**src/maxflow_pkg.sv**
```systemverilog
package maxflow_pkg;

   // task and memory widths
   localparam int unsigned TS_W     = 32;
   localparam int unsigned LOCALE_W = 32;
   localparam int unsigned ARG_W    = 32;
   localparam int unsigned ADDR_W   = 32;
   localparam int unsigned DATA_W   = 32;

   // vertex record is 64 bytes
   localparam int unsigned VERTEX_SHIFT = 6;
   localparam logic [ADDR_W-1:0] VID_EXCESS_OFFSET = 'd0;
   localparam logic [ADDR_W-1:0] VID_HEIGHT_OFFSET = 'd8;
   localparam int unsigned FLOW_SLOT_BASE = 4; // first flow word index in record
   localparam int unsigned SLOT_W = 4;

   localparam logic [ADDR_W-1:0] HDR_BASE_ADDR   = 'd0;
   localparam logic [ADDR_W-1:0] HDR_SOURCE_ADDR = 'd4;
   localparam logic [ADDR_W-1:0] HDR_SINK_ADDR   = 'd8;

   typedef enum logic [2:0] {
      TT_DISCHARGE  = 3'd0,
      TT_GET_HEIGHT = 3'd1,
      TT_PUSH       = 3'd2,
      TT_RECEIVE    = 3'd3,
      TT_BFS        = 3'd4
   } task_type_e;

   typedef enum logic [4:0] {
      S_HDR_RD_BASE, S_HDR_WT_BASE,
      S_HDR_RD_SRC, S_HDR_WT_SRC,
      S_HDR_RD_SINK, S_HDR_WT_SINK,
      S_IDLE,
      S_GH_RD, S_GH_WT,
      S_RX_RD_EXC, S_RX_WT_EXC,
      S_RX_RD_FLOW, S_RX_WT_FLOW,
      S_RX_LOG_FLOW, S_RX_REL_FLOW, S_RX_WR_FLOW,
      S_RX_LOG_EXC, S_RX_REL_EXC, S_RX_WR_EXC,
      S_OUT_REQ, S_OUT_REL
   } engine_state_e;

endpackage

```
**src/task_intake.sv**
```systemverilog
`timescale 1ns/100ps

module task_intake (
   input  logic                             clk,
   input  logic                             rstn,
   input  logic                             in_req,
   output logic                             in_ack,
   input  maxflow_pkg::task_type_e          in_ttype,
   input  logic [maxflow_pkg::LOCALE_W-1:0] in_locale,
   input  logic [maxflow_pkg::TS_W-1:0]     in_ts,
   input  logic [maxflow_pkg::ARG_W-1:0]    in_arg0,
   input  logic [maxflow_pkg::ARG_W-1:0]    in_arg1,
   input  logic                             full,
   output logic                             push,
   output maxflow_pkg::task_type_e          push_ttype,
   output logic [maxflow_pkg::LOCALE_W-1:0] push_locale,
   output logic [maxflow_pkg::TS_W-1:0]     push_ts,
   output logic [maxflow_pkg::ARG_W-1:0]    push_arg0,
   output logic [maxflow_pkg::ARG_W-1:0]    push_arg1
);

   typedef enum logic [1:0] {IN_WAIT, IN_PUSH, IN_ACK} intake_state_e;

   intake_state_e state;

   always_ff @(posedge clk) begin
      if (!rstn) begin
         state <= IN_WAIT;
      end else begin
         case (state)
            IN_WAIT: if (in_req) state <= IN_PUSH;
            IN_PUSH: if (!full) state <= IN_ACK; // hold until a slot frees
            default: if (!in_req) state <= IN_WAIT;
         endcase
      end
   end

   always_ff @(posedge clk) begin
      if (state == IN_WAIT && in_req) begin
         push_ttype  <= in_ttype;
         push_locale <= in_locale;
         push_ts     <= in_ts;
         push_arg0   <= in_arg0;
         push_arg1   <= in_arg1;
      end
   end

   assign push   = (state == IN_PUSH) && !full;
   assign in_ack = (state == IN_ACK);

endmodule

```
**src/task_fifo.sv**
```systemverilog
`timescale 1ns/100ps

module task_fifo #(
   parameter int unsigned DEPTH = 4
) (
   input  logic                             clk,
   input  logic                             rstn,
   input  logic                             push,
   input  maxflow_pkg::task_type_e          push_ttype,
   input  logic [maxflow_pkg::LOCALE_W-1:0] push_locale,
   input  logic [maxflow_pkg::TS_W-1:0]     push_ts,
   input  logic [maxflow_pkg::ARG_W-1:0]    push_arg0,
   input  logic [maxflow_pkg::ARG_W-1:0]    push_arg1,
   output logic                             full,
   input  logic                             pop,
   output logic                             not_empty,
   output maxflow_pkg::task_type_e          head_ttype,
   output logic [maxflow_pkg::LOCALE_W-1:0] head_locale,
   output logic [maxflow_pkg::TS_W-1:0]     head_ts,
   output logic [maxflow_pkg::ARG_W-1:0]    head_arg0,
   output logic [maxflow_pkg::ARG_W-1:0]    head_arg1
);
   import maxflow_pkg::*;

   localparam int unsigned PTR_W = $clog2(DEPTH);

   task_type_e        ttype_q  [DEPTH];
   logic [LOCALE_W-1:0] locale_q [DEPTH];
   logic [TS_W-1:0]   ts_q     [DEPTH];
   logic [ARG_W-1:0]  arg0_q   [DEPTH];
   logic [ARG_W-1:0]  arg1_q   [DEPTH];

   logic [PTR_W-1:0] wr_ptr, rd_ptr;
   logic [PTR_W:0]   count;
   logic             wr_en, rd_en;

   assign full      = (count == (PTR_W+1)'(DEPTH));
   assign not_empty = (count != '0);
   assign wr_en     = push && !full;
   assign rd_en     = pop && not_empty;

   always_ff @(posedge clk) begin
      if (!rstn) begin
         wr_ptr <= '0;
         rd_ptr <= '0;
         count  <= '0;
      end else begin
         if (wr_en) wr_ptr <= wr_ptr + 1'b1; // wraps, DEPTH is a power of two
         if (rd_en) rd_ptr <= rd_ptr + 1'b1;
         if (wr_en && !rd_en) count <= count + 1'b1;
         else if (rd_en && !wr_en) count <= count - 1'b1;
      end
   end

   always_ff @(posedge clk) begin
      if (wr_en) begin
         ttype_q[wr_ptr]  <= push_ttype;
         locale_q[wr_ptr] <= push_locale;
         ts_q[wr_ptr]     <= push_ts;
         arg0_q[wr_ptr]   <= push_arg0;
         arg1_q[wr_ptr]   <= push_arg1;
      end
   end

   assign head_ttype  = ttype_q[rd_ptr];
   assign head_locale = locale_q[rd_ptr];
   assign head_ts     = ts_q[rd_ptr];
   assign head_arg0   = arg0_q[rd_ptr];
   assign head_arg1   = arg1_q[rd_ptr];

endmodule

```
**src/task_engine.sv**
```systemverilog
`timescale 1ns/100ps

module task_engine (
   input  logic                             clk,
   input  logic                             rstn,
   input  logic                             not_empty,
   input  maxflow_pkg::task_type_e          head_ttype,
   input  logic [maxflow_pkg::LOCALE_W-1:0] head_locale,
   input  logic [maxflow_pkg::TS_W-1:0]     head_ts,
   input  logic [maxflow_pkg::ARG_W-1:0]    head_arg0,
   input  logic [maxflow_pkg::ARG_W-1:0]    head_arg1,
   output logic                             pop,
   output logic                             mem_rd,
   output logic                             mem_wr,
   output logic [maxflow_pkg::ADDR_W-1:0]   mem_addr,
   output logic [maxflow_pkg::DATA_W-1:0]   mem_wdata,
   input  logic [maxflow_pkg::DATA_W-1:0]   mem_rdata,
   output logic                             out_req,
   input  logic                             out_ack,
   output maxflow_pkg::task_type_e          out_ttype,
   output logic [maxflow_pkg::LOCALE_W-1:0] out_locale,
   output logic [maxflow_pkg::TS_W-1:0]     out_ts,
   output logic [maxflow_pkg::ARG_W-1:0]    out_arg0,
   output logic [maxflow_pkg::ARG_W-1:0]    out_arg1,
   output logic                             undo_req,
   input  logic                             undo_ack,
   output logic [maxflow_pkg::ADDR_W-1:0]   undo_addr,
   output logic [maxflow_pkg::DATA_W-1:0]   undo_data,
   output logic                             idle
);
   import maxflow_pkg::*;

   engine_state_e state, state_next;

   // graph header, loaded once after reset
   logic [ADDR_W-1:0]   base_vertex_data;
   logic [LOCALE_W-1:0] source_node, sink_node;

   logic [LOCALE_W-1:0] cur_locale;
   logic [TS_W-1:0]     cur_ts;
   logic [ARG_W-1:0]    cur_arg0, cur_arg1;

   logic [DATA_W-1:0] old_excess, old_flow;
   logic [ADDR_W-1:0] vertex_addr, exc_addr, height_addr, flow_addr;
   logic              wake_vertex;

   assign vertex_addr = base_vertex_data + (ADDR_W'(cur_locale) << VERTEX_SHIFT);
   assign exc_addr    = vertex_addr + VID_EXCESS_OFFSET;
   assign height_addr = vertex_addr + VID_HEIGHT_OFFSET;
   assign flow_addr   = vertex_addr +
                        (ADDR_W'(FLOW_SLOT_BASE + cur_arg0[SLOT_W-1:0]) << 2);

   // newly active inner vertex needs a discharge
   assign wake_vertex = (old_excess == '0) && (cur_locale != source_node) &&
                        (cur_locale != sink_node);

   assign pop      = (state == S_IDLE) && not_empty;
   assign idle     = (state == S_IDLE);
   assign out_req  = (state == S_OUT_REQ);
   assign undo_req = (state == S_RX_LOG_FLOW) || (state == S_RX_LOG_EXC);
   assign undo_addr = (state == S_RX_LOG_EXC) ? exc_addr : flow_addr;
   assign undo_data = (state == S_RX_LOG_EXC) ? old_excess : old_flow;

   always_ff @(posedge clk) begin
      if (!rstn) begin
         state <= S_HDR_RD_BASE;
      end else begin
         state <= state_next;
      end
   end

   always_comb begin
      state_next = state;
      mem_rd     = 1'b0;
      mem_wr     = 1'b0;
      mem_addr   = '0;
      mem_wdata  = '0;
      case (state)
         S_HDR_RD_BASE: begin
            mem_rd     = 1'b1;
            mem_addr   = HDR_BASE_ADDR;
            state_next = S_HDR_WT_BASE;
         end
         S_HDR_WT_BASE: state_next = S_HDR_RD_SRC;
         S_HDR_RD_SRC: begin
            mem_rd     = 1'b1;
            mem_addr   = HDR_SOURCE_ADDR;
            state_next = S_HDR_WT_SRC;
         end
         S_HDR_WT_SRC: state_next = S_HDR_RD_SINK;
         S_HDR_RD_SINK: begin
            mem_rd     = 1'b1;
            mem_addr   = HDR_SINK_ADDR;
            state_next = S_HDR_WT_SINK;
         end
         S_HDR_WT_SINK: state_next = S_IDLE;
         S_IDLE: begin
            if (not_empty) begin
               case (head_ttype)
                  TT_GET_HEIGHT: state_next = S_GH_RD;
                  TT_RECEIVE:    state_next = S_RX_RD_EXC;
                  default:       state_next = S_IDLE; // other types are dropped
               endcase
            end
         end
         S_GH_RD: begin
            mem_rd     = 1'b1;
            mem_addr   = height_addr;
            state_next = S_GH_WT;
         end
         S_GH_WT: state_next = S_OUT_REQ;
         S_RX_RD_EXC: begin
            mem_rd     = 1'b1;
            mem_addr   = exc_addr;
            state_next = S_RX_WT_EXC;
         end
         S_RX_WT_EXC: state_next = S_RX_RD_FLOW;
         S_RX_RD_FLOW: begin
            mem_rd     = 1'b1;
            mem_addr   = flow_addr;
            state_next = S_RX_WT_FLOW;
         end
         S_RX_WT_FLOW:  state_next = S_RX_LOG_FLOW;
         S_RX_LOG_FLOW: if (undo_ack) state_next = S_RX_REL_FLOW;
         S_RX_REL_FLOW: if (!undo_ack) state_next = S_RX_WR_FLOW;
         S_RX_WR_FLOW: begin
            mem_wr     = 1'b1;
            mem_addr   = flow_addr;
            mem_wdata  = old_flow - cur_arg1; // residual on the reverse edge
            state_next = S_RX_LOG_EXC;
         end
         S_RX_LOG_EXC: if (undo_ack) state_next = S_RX_REL_EXC;
         S_RX_REL_EXC: if (!undo_ack) state_next = S_RX_WR_EXC;
         S_RX_WR_EXC: begin
            mem_wr     = 1'b1;
            mem_addr   = exc_addr;
            mem_wdata  = old_excess + cur_arg1;
            state_next = wake_vertex ? S_OUT_REQ : S_IDLE;
         end
         S_OUT_REQ: if (out_ack) state_next = S_OUT_REL;
         S_OUT_REL: if (!out_ack) state_next = S_IDLE;
         default:   state_next = S_IDLE;
      endcase
   end

   always_ff @(posedge clk) begin
      if (pop) begin
         cur_locale <= head_locale;
         cur_ts     <= head_ts;
         cur_arg0   <= head_arg0;
         cur_arg1   <= head_arg1;
      end
      case (state)
         S_HDR_WT_BASE: base_vertex_data <= mem_rdata;
         S_HDR_WT_SRC:  source_node <= mem_rdata;
         S_HDR_WT_SINK: sink_node <= mem_rdata;
         S_RX_WT_EXC:   old_excess <= mem_rdata;
         S_RX_WT_FLOW:  old_flow <= mem_rdata;
         S_GH_WT: begin
            out_ttype  <= TT_PUSH;
            out_locale <= cur_arg0; // push goes back to the asking vertex
            out_ts     <= cur_ts;
            out_arg0   <= mem_rdata;
            out_arg1   <= cur_arg1;
         end
         S_RX_WR_EXC: begin
            out_ttype  <= TT_DISCHARGE;
            out_locale <= cur_locale;
            out_ts     <= cur_ts;
            out_arg0   <= '0;
            out_arg1   <= cur_ts;
         end
         default: ;
      endcase
   end

endmodule

```
**src/maxflow_core.sv**
```systemverilog
`timescale 1ns/100ps

module maxflow_core (
   input  logic                             clk,
   input  logic                             rstn,
   input  logic                             in_req,
   output logic                             in_ack,
   input  maxflow_pkg::task_type_e          in_ttype,
   input  logic [maxflow_pkg::LOCALE_W-1:0] in_locale,
   input  logic [maxflow_pkg::TS_W-1:0]     in_ts,
   input  logic [maxflow_pkg::ARG_W-1:0]    in_arg0,
   input  logic [maxflow_pkg::ARG_W-1:0]    in_arg1,
   output logic                             out_req,
   input  logic                             out_ack,
   output maxflow_pkg::task_type_e          out_ttype,
   output logic [maxflow_pkg::LOCALE_W-1:0] out_locale,
   output logic [maxflow_pkg::TS_W-1:0]     out_ts,
   output logic [maxflow_pkg::ARG_W-1:0]    out_arg0,
   output logic [maxflow_pkg::ARG_W-1:0]    out_arg1,
   output logic                             undo_req,
   input  logic                             undo_ack,
   output logic [maxflow_pkg::ADDR_W-1:0]   undo_addr,
   output logic [maxflow_pkg::DATA_W-1:0]   undo_data,
   output logic                             mem_rd,
   output logic                             mem_wr,
   output logic [maxflow_pkg::ADDR_W-1:0]   mem_addr,
   output logic [maxflow_pkg::DATA_W-1:0]   mem_wdata,
   input  logic [maxflow_pkg::DATA_W-1:0]   mem_rdata,
   output logic                             idle
);
   import maxflow_pkg::*;

   logic                push, full, pop, not_empty;
   task_type_e          push_ttype, head_ttype;
   logic [LOCALE_W-1:0] push_locale, head_locale;
   logic [TS_W-1:0]     push_ts, head_ts;
   logic [ARG_W-1:0]    push_arg0, push_arg1, head_arg0, head_arg1;

   task_intake u_intake (
      .clk, .rstn, .in_req, .in_ack, .in_ttype, .in_locale, .in_ts, .in_arg0, .in_arg1,
      .full, .push, .push_ttype, .push_locale, .push_ts, .push_arg0, .push_arg1
   );

   task_fifo #(.DEPTH(4)) u_fifo (
      .clk, .rstn, .push, .push_ttype, .push_locale, .push_ts, .push_arg0, .push_arg1,
      .full, .pop, .not_empty,
      .head_ttype, .head_locale, .head_ts, .head_arg0, .head_arg1
   );

   task_engine u_engine (
      .clk, .rstn, .not_empty,
      .head_ttype, .head_locale, .head_ts, .head_arg0, .head_arg1, .pop,
      .mem_rd, .mem_wr, .mem_addr, .mem_wdata, .mem_rdata,
      .out_req, .out_ack, .out_ttype, .out_locale, .out_ts, .out_arg0, .out_arg1,
      .undo_req, .undo_ack, .undo_addr, .undo_data,
      .idle
   );

endmodule

```
**config.mk**
```make
export PLATFORM = sky130hd
export DESIGN_NAME = maxflow_core
export DESIGN_NICKNAME = d
export VERILOG_FILES = /design/src/maxflow_pkg.sv /design/src/task_intake.sv /design/src/task_fifo.sv /design/src/task_engine.sv /design/src/maxflow_core.sv
export SDC_FILE = /design/constraint.sdc
export NUM_CORES = 1
export LEC_CHECK = 0
export BUFFER_PORTS_ARGS = -buffer_cell sky130_fd_sc_hd__buf_2
export CORE_MARGIN = 5
export CORE_UTILIZATION = 50
export CTS_BUF_LIST = sky130_fd_sc_hd__clkbuf_4 sky130_fd_sc_hd__clkbuf_8
export DETAILED_ROUTE_END_ITERATION = 10
export PLACE_DENSITY_LB_ADDON = 0.2
export SLEW_MARGIN = 30
export SYNTH_ARGS = -nofsm -noshare
export SYNTH_HDL_FRONTEND = slang
export SYNTH_SLANG_ARGS = --single-unit
export TNS_END_PERCENT = 50
```
**constraint.sdc**
```tcl
create_clock -name clk -period 15.1 [get_ports clk]
set_input_delay 1.51 -clock clk [delete_from_list [all_inputs] [get_ports clk]]
set_output_delay 1.51 -clock clk [all_outputs]
set_load 0.05 [all_outputs]
```
==> implementation parameters <==
Parameter                              Value

Power and ir drop
  Switch Pwr    approximately 0.0019 W
  Combinational cell fraction of total power    0.135
  Net Sw Frac    0.269
  Leak pwr    about 19 nW
  P_int    around 0.0052 W
  Clk pwr share    0.356
  VDD IR-drop max    between 0.1 and 0.15 mV
  Pwr/cell area    between 100 and 150 nW/um^2
  Seq pwr share    0.508

Finish
  Final Util    0.579
  Leading cell types in the layout, fill and taps excluded    1,072 x edfxtp_1, 430 x buf_2, 336 x nand2_1
  Non-filler instance count after layout    4,732
  Finished Cell Area    about 53,000 um^2
  Fillcell total    between 7,000 and 8,000
  Final net count    3,684
  Most common library cell in the layout ignoring fill and taps    edfxtp_1
  Fraction of layout cells with a size suffix above 1    0.269
  Area Growth Syn to Fin    15.4%

STA
  Layout Skew    approximately 0.042 ns
  Transition at the pin with the smallest max-transition slack    approximately 0.99 ns
  Tightest hold margin    0.442 ns
  Unrepaired setup endpoints after global routing    no
  Relative slew slack    0.337
  Fmax achieved    142 MHz
  Final-layout setup total negative slack    0 ns
  Final setup vio count    0
  Share of the clock period used by the worst path    0.467
  Max-slew violations    0
  Clock period minus worst slack    7.05 ns
  Final-report hold violation count    0

Yosys
  Post-synthesis cell count    about 2,900
  Average footprint of a synthesized cell    around 16 um^2
  Number of warnings reported in the yosys synthesis log    0
  Number of storage elements in the synthesis netlist    1,088
  Proportion of synthesized chip area in sequential cells    0.709
  Cell variety after synth    117
  Total standard cell area after synthesis    between 40,000 and 50,000 um^2
  Top FF cell, synth    edfxtp_1
  FFs w/ async S/R, synth    0
  Post-synth EDFFs    1,072

Detailed routing
  Routed via count divided by cell count    roughly 6
  Routed length per instance    approximately 27 um
  Routed via count    around 28,000
  Drt total wl    about 130,000 um
  Routed Antenna Nets    0
  Total DRC errors in the routed layout    0
  Iter 0 DRT Violations    a little under 3,000
  First-pass iteration count of the detailed router    5

Outcome
  Run status    finished clean

Floorplanning
  Height of the die    between 300 and 400 um
  Row Count    roughly 110
  Number of top-level pins    between 400 and 500
  Core Footprint    slightly above 90,000 um^2
  Full die area    between 90,000 and 100,000 um^2
  Starting density of the core    0.502
  Die width    between 300 and 400 um

Clock tree
  Clock buffer count from CTS    ~170
  Insertion delay of the later-clocked pin in the worst-skew pair    approximately 0.85 ns
  Number of buffers on the longest clock path    3
  Clock tree sinks    between 1,000 and 1,500
  H-tree Lvls    4
  Buffers inserted by post-CTS timing repair    0
  Clock transition at the register clock pins on the worst setup and hold paths after CTS    0.06 ns
  Post-cts resize count    0
  CTS Root Buffer Type    clkbuf_8
  Hold-fix buffer count after cts    0
  Clock tree from TritonCTS    done

Setup path
  Worst Path Max Fanout    5
  Startpoint kind of the worst setup timing path    register
  Endpoint kind of the worst setup timing path    output port
  Critical Path RT    ~14 ns
  Arrival time at the worst endpoint    about 5.5 ns
  Start-to-end type of the worst setup path    reg2out

Global routing
  Via count of the first global-routing pass    27,700
  Wire length of the first global-routing pass    187,000 um
  Overall fraction of global-route tracks in use    0.260
  Number of antenna violations at the first check in global routing    15
  Maximum number of pins on one net before global-route repair    between 100 and 150
  Total congestion overflow after global routing    0

Place
  IO Port Bufs    430
  Post-placement cell count    4,423
  Cell area reported after detailed placement    slightly below 50,000 um^2
  Final HPWL from detailed placement    slightly below 90,000 um
  Routability congestion estimate    0.888

Job
  MaxCap Viol Count    0

Min path
  Path type of the worst min-delay path    reg2reg
[flip-flops by register name (all words and copies together), names as in the netlist, 128 cells and up, named ones only]
name / count
u_fifo.locale_q: 128
u_fifo.arg0_q: 128
u_fifo.arg1_q: 128
u_fifo.ts_q: 128
[logic make-up after synthesis]
group	after synthesis	synth area share
DFF	1088	0.709
xor gates and xnor gates	179	0.0348
and+or+nand+nor	744	0.0781
muxes	138	0.0654
adders and majority gates	105	0.0294
AOI/OAI and AO/OA	449	0.0671
other	1	0.0000818
buffers and inverters	171	0.0160
[critical path: stages, from the launching register on]
cell	delay, ns
edfxtp_1	0.38
inv_1	0.09
ha_1	0.15
inv_1	0.07
fa_1	0.42
a211oi_1	0.31
o21ai_0	0.18
a31oi_1	0.45
o21ai_1	0.28
a31o_2	0.34
a221o_1	0.45
a31oi_1	0.33
o21ai_0	0.17
xnor2_1	0.14
o21ai_0	0.54
buf_2	0.39
[routing by layer]
| layer | GRT usage | vias to the layer above | part of all wire |
|---|---|---|---|
| met1 | 0.366 | 13900 | 0.42 |
| met5 | 0 | - | 0.00010 |
| li1 | - | 12300 | - |
| met3 | 0.0651 | 220 | 0.085 |
| met2 | 0.404 | 1300 | 0.46 |
| met4 | 0.0829 | 2 | 0.032 |
[cell type report]
| class | count | area, um^2 | share of cell area |
|---|---|---|---|
| clock inverters | 73 | 667 | 0.0126 |
| clock buffers | 226 | 2790 | 0.0526 |
| inverters | 68 | 258 | 0.00487 |
| multi-input cells | 1617 | 12700 | 0.240 |
| diodes | 8 | 20.0 | 0.000378 |
| repair buffers | 466 | 2490 | 0.0471 |
| well taps | 1186 | 1480 | 0.0280 |
| flip-flops and latches | 1088 | 32500 | 0.614 |
[through the flow]
stage / setup slack [ns] / total power [W]
finish: 8.05 / 0.00708
global route: 7.81 / 0.00736
floorplan: 3.42 / 0.00432
global placement: 9.13 / 0.00459
detailed placement: 9.06 / 0.00461
CTS: 8.09 / 0.00713
[final timing paths]
check,slack (ns),from,end,cells past startpoint
setup / recovery,8.05,u_engine.old_flow[0]$_DFFE_PP_,mem_wdata[30],15
hold / removal,0.44,u_engine.cur_ts[24]$_DFFE_PP_,u_engine.out_ts[24]$_DFFE_PP_,0
setup reg to reg,11.35,u_engine.state[2]$_SDFFE_PN0P_,u_fifo.count[2]$_SDFFE_PN0P_,11
hold reg to reg,0.44,u_engine.cur_ts[24]$_DFFE_PP_,u_engine.out_ts[24]$_DFFE_PP_,0
[power groups by stage]
stage                     Sequential [W]  Clock, W  Combinational [W]
after floorplan                  0.00367         0           0.000652
after global placement           0.00365         0           0.000939
after detailed placement         0.00366         0           0.000949
after CTS                        0.00360   0.00258           0.000952
after global routing             0.00361   0.00273            0.00101
final                            0.00360   0.00252           0.000957
[cells in the mapped netlist (7+ instances only)]
| cell type | count | share of area |
|---|---|---|
| a211oi_1 | 15 | 0.0025 |
| inv_1 | 67 | 0.0055 |
| mux4_2 | 129 | 0.063 |
| o31ai_1 | 10 | 0.0016 |
| o21bai_1 | 9 | 0.0015 |
| mux2i_1 | 7 | 0.0015 |
| o21a_1 | 9 | 0.0015 |
| and2_1 | 54 | 0.0074 |
| o22ai_1 | 32 | 0.0044 |
| a22oi_1 | 9 | 0.0015 |
| nor3_1 | 41 | 0.0045 |
| o21ai_0 | 108 | 0.012 |
| nor4_1 | 31 | 0.0042 |
| nor2b_1 | 19 | 0.0026 |
| xor2_1 | 112 | 0.021 |
| and3_1 | 14 | 0.0019 |
| edfxtp_1 | 1072 | 0.70 |
| nor2_1 | 91 | 0.0074 |
| nand4_1 | 17 | 0.0023 |
| or2_2 | 13 | 0.0018 |
| o211ai_1 | 9 | 0.0015 |
| xnor2_1 | 63 | 0.012 |
| nand3_1 | 55 | 0.0060 |
| nand2b_1 | 20 | 0.0027 |
| clkbuf_1 | 73 | 0.0060 |
| ha_1 | 99 | 0.027 |
| a21oi_1 | 94 | 0.010 |
| buf_1 | 13 | 0.0011 |
| dfxtp_1 | 16 | 0.0070 |
| a21o_1 | 40 | 0.0065 |
| nand2_1 | 337 | 0.028 |
| a31oi_1 | 9 | 0.0012 |
| or3_1 | 11 | 0.0015 |
Power figures use the tool's default switching activity.
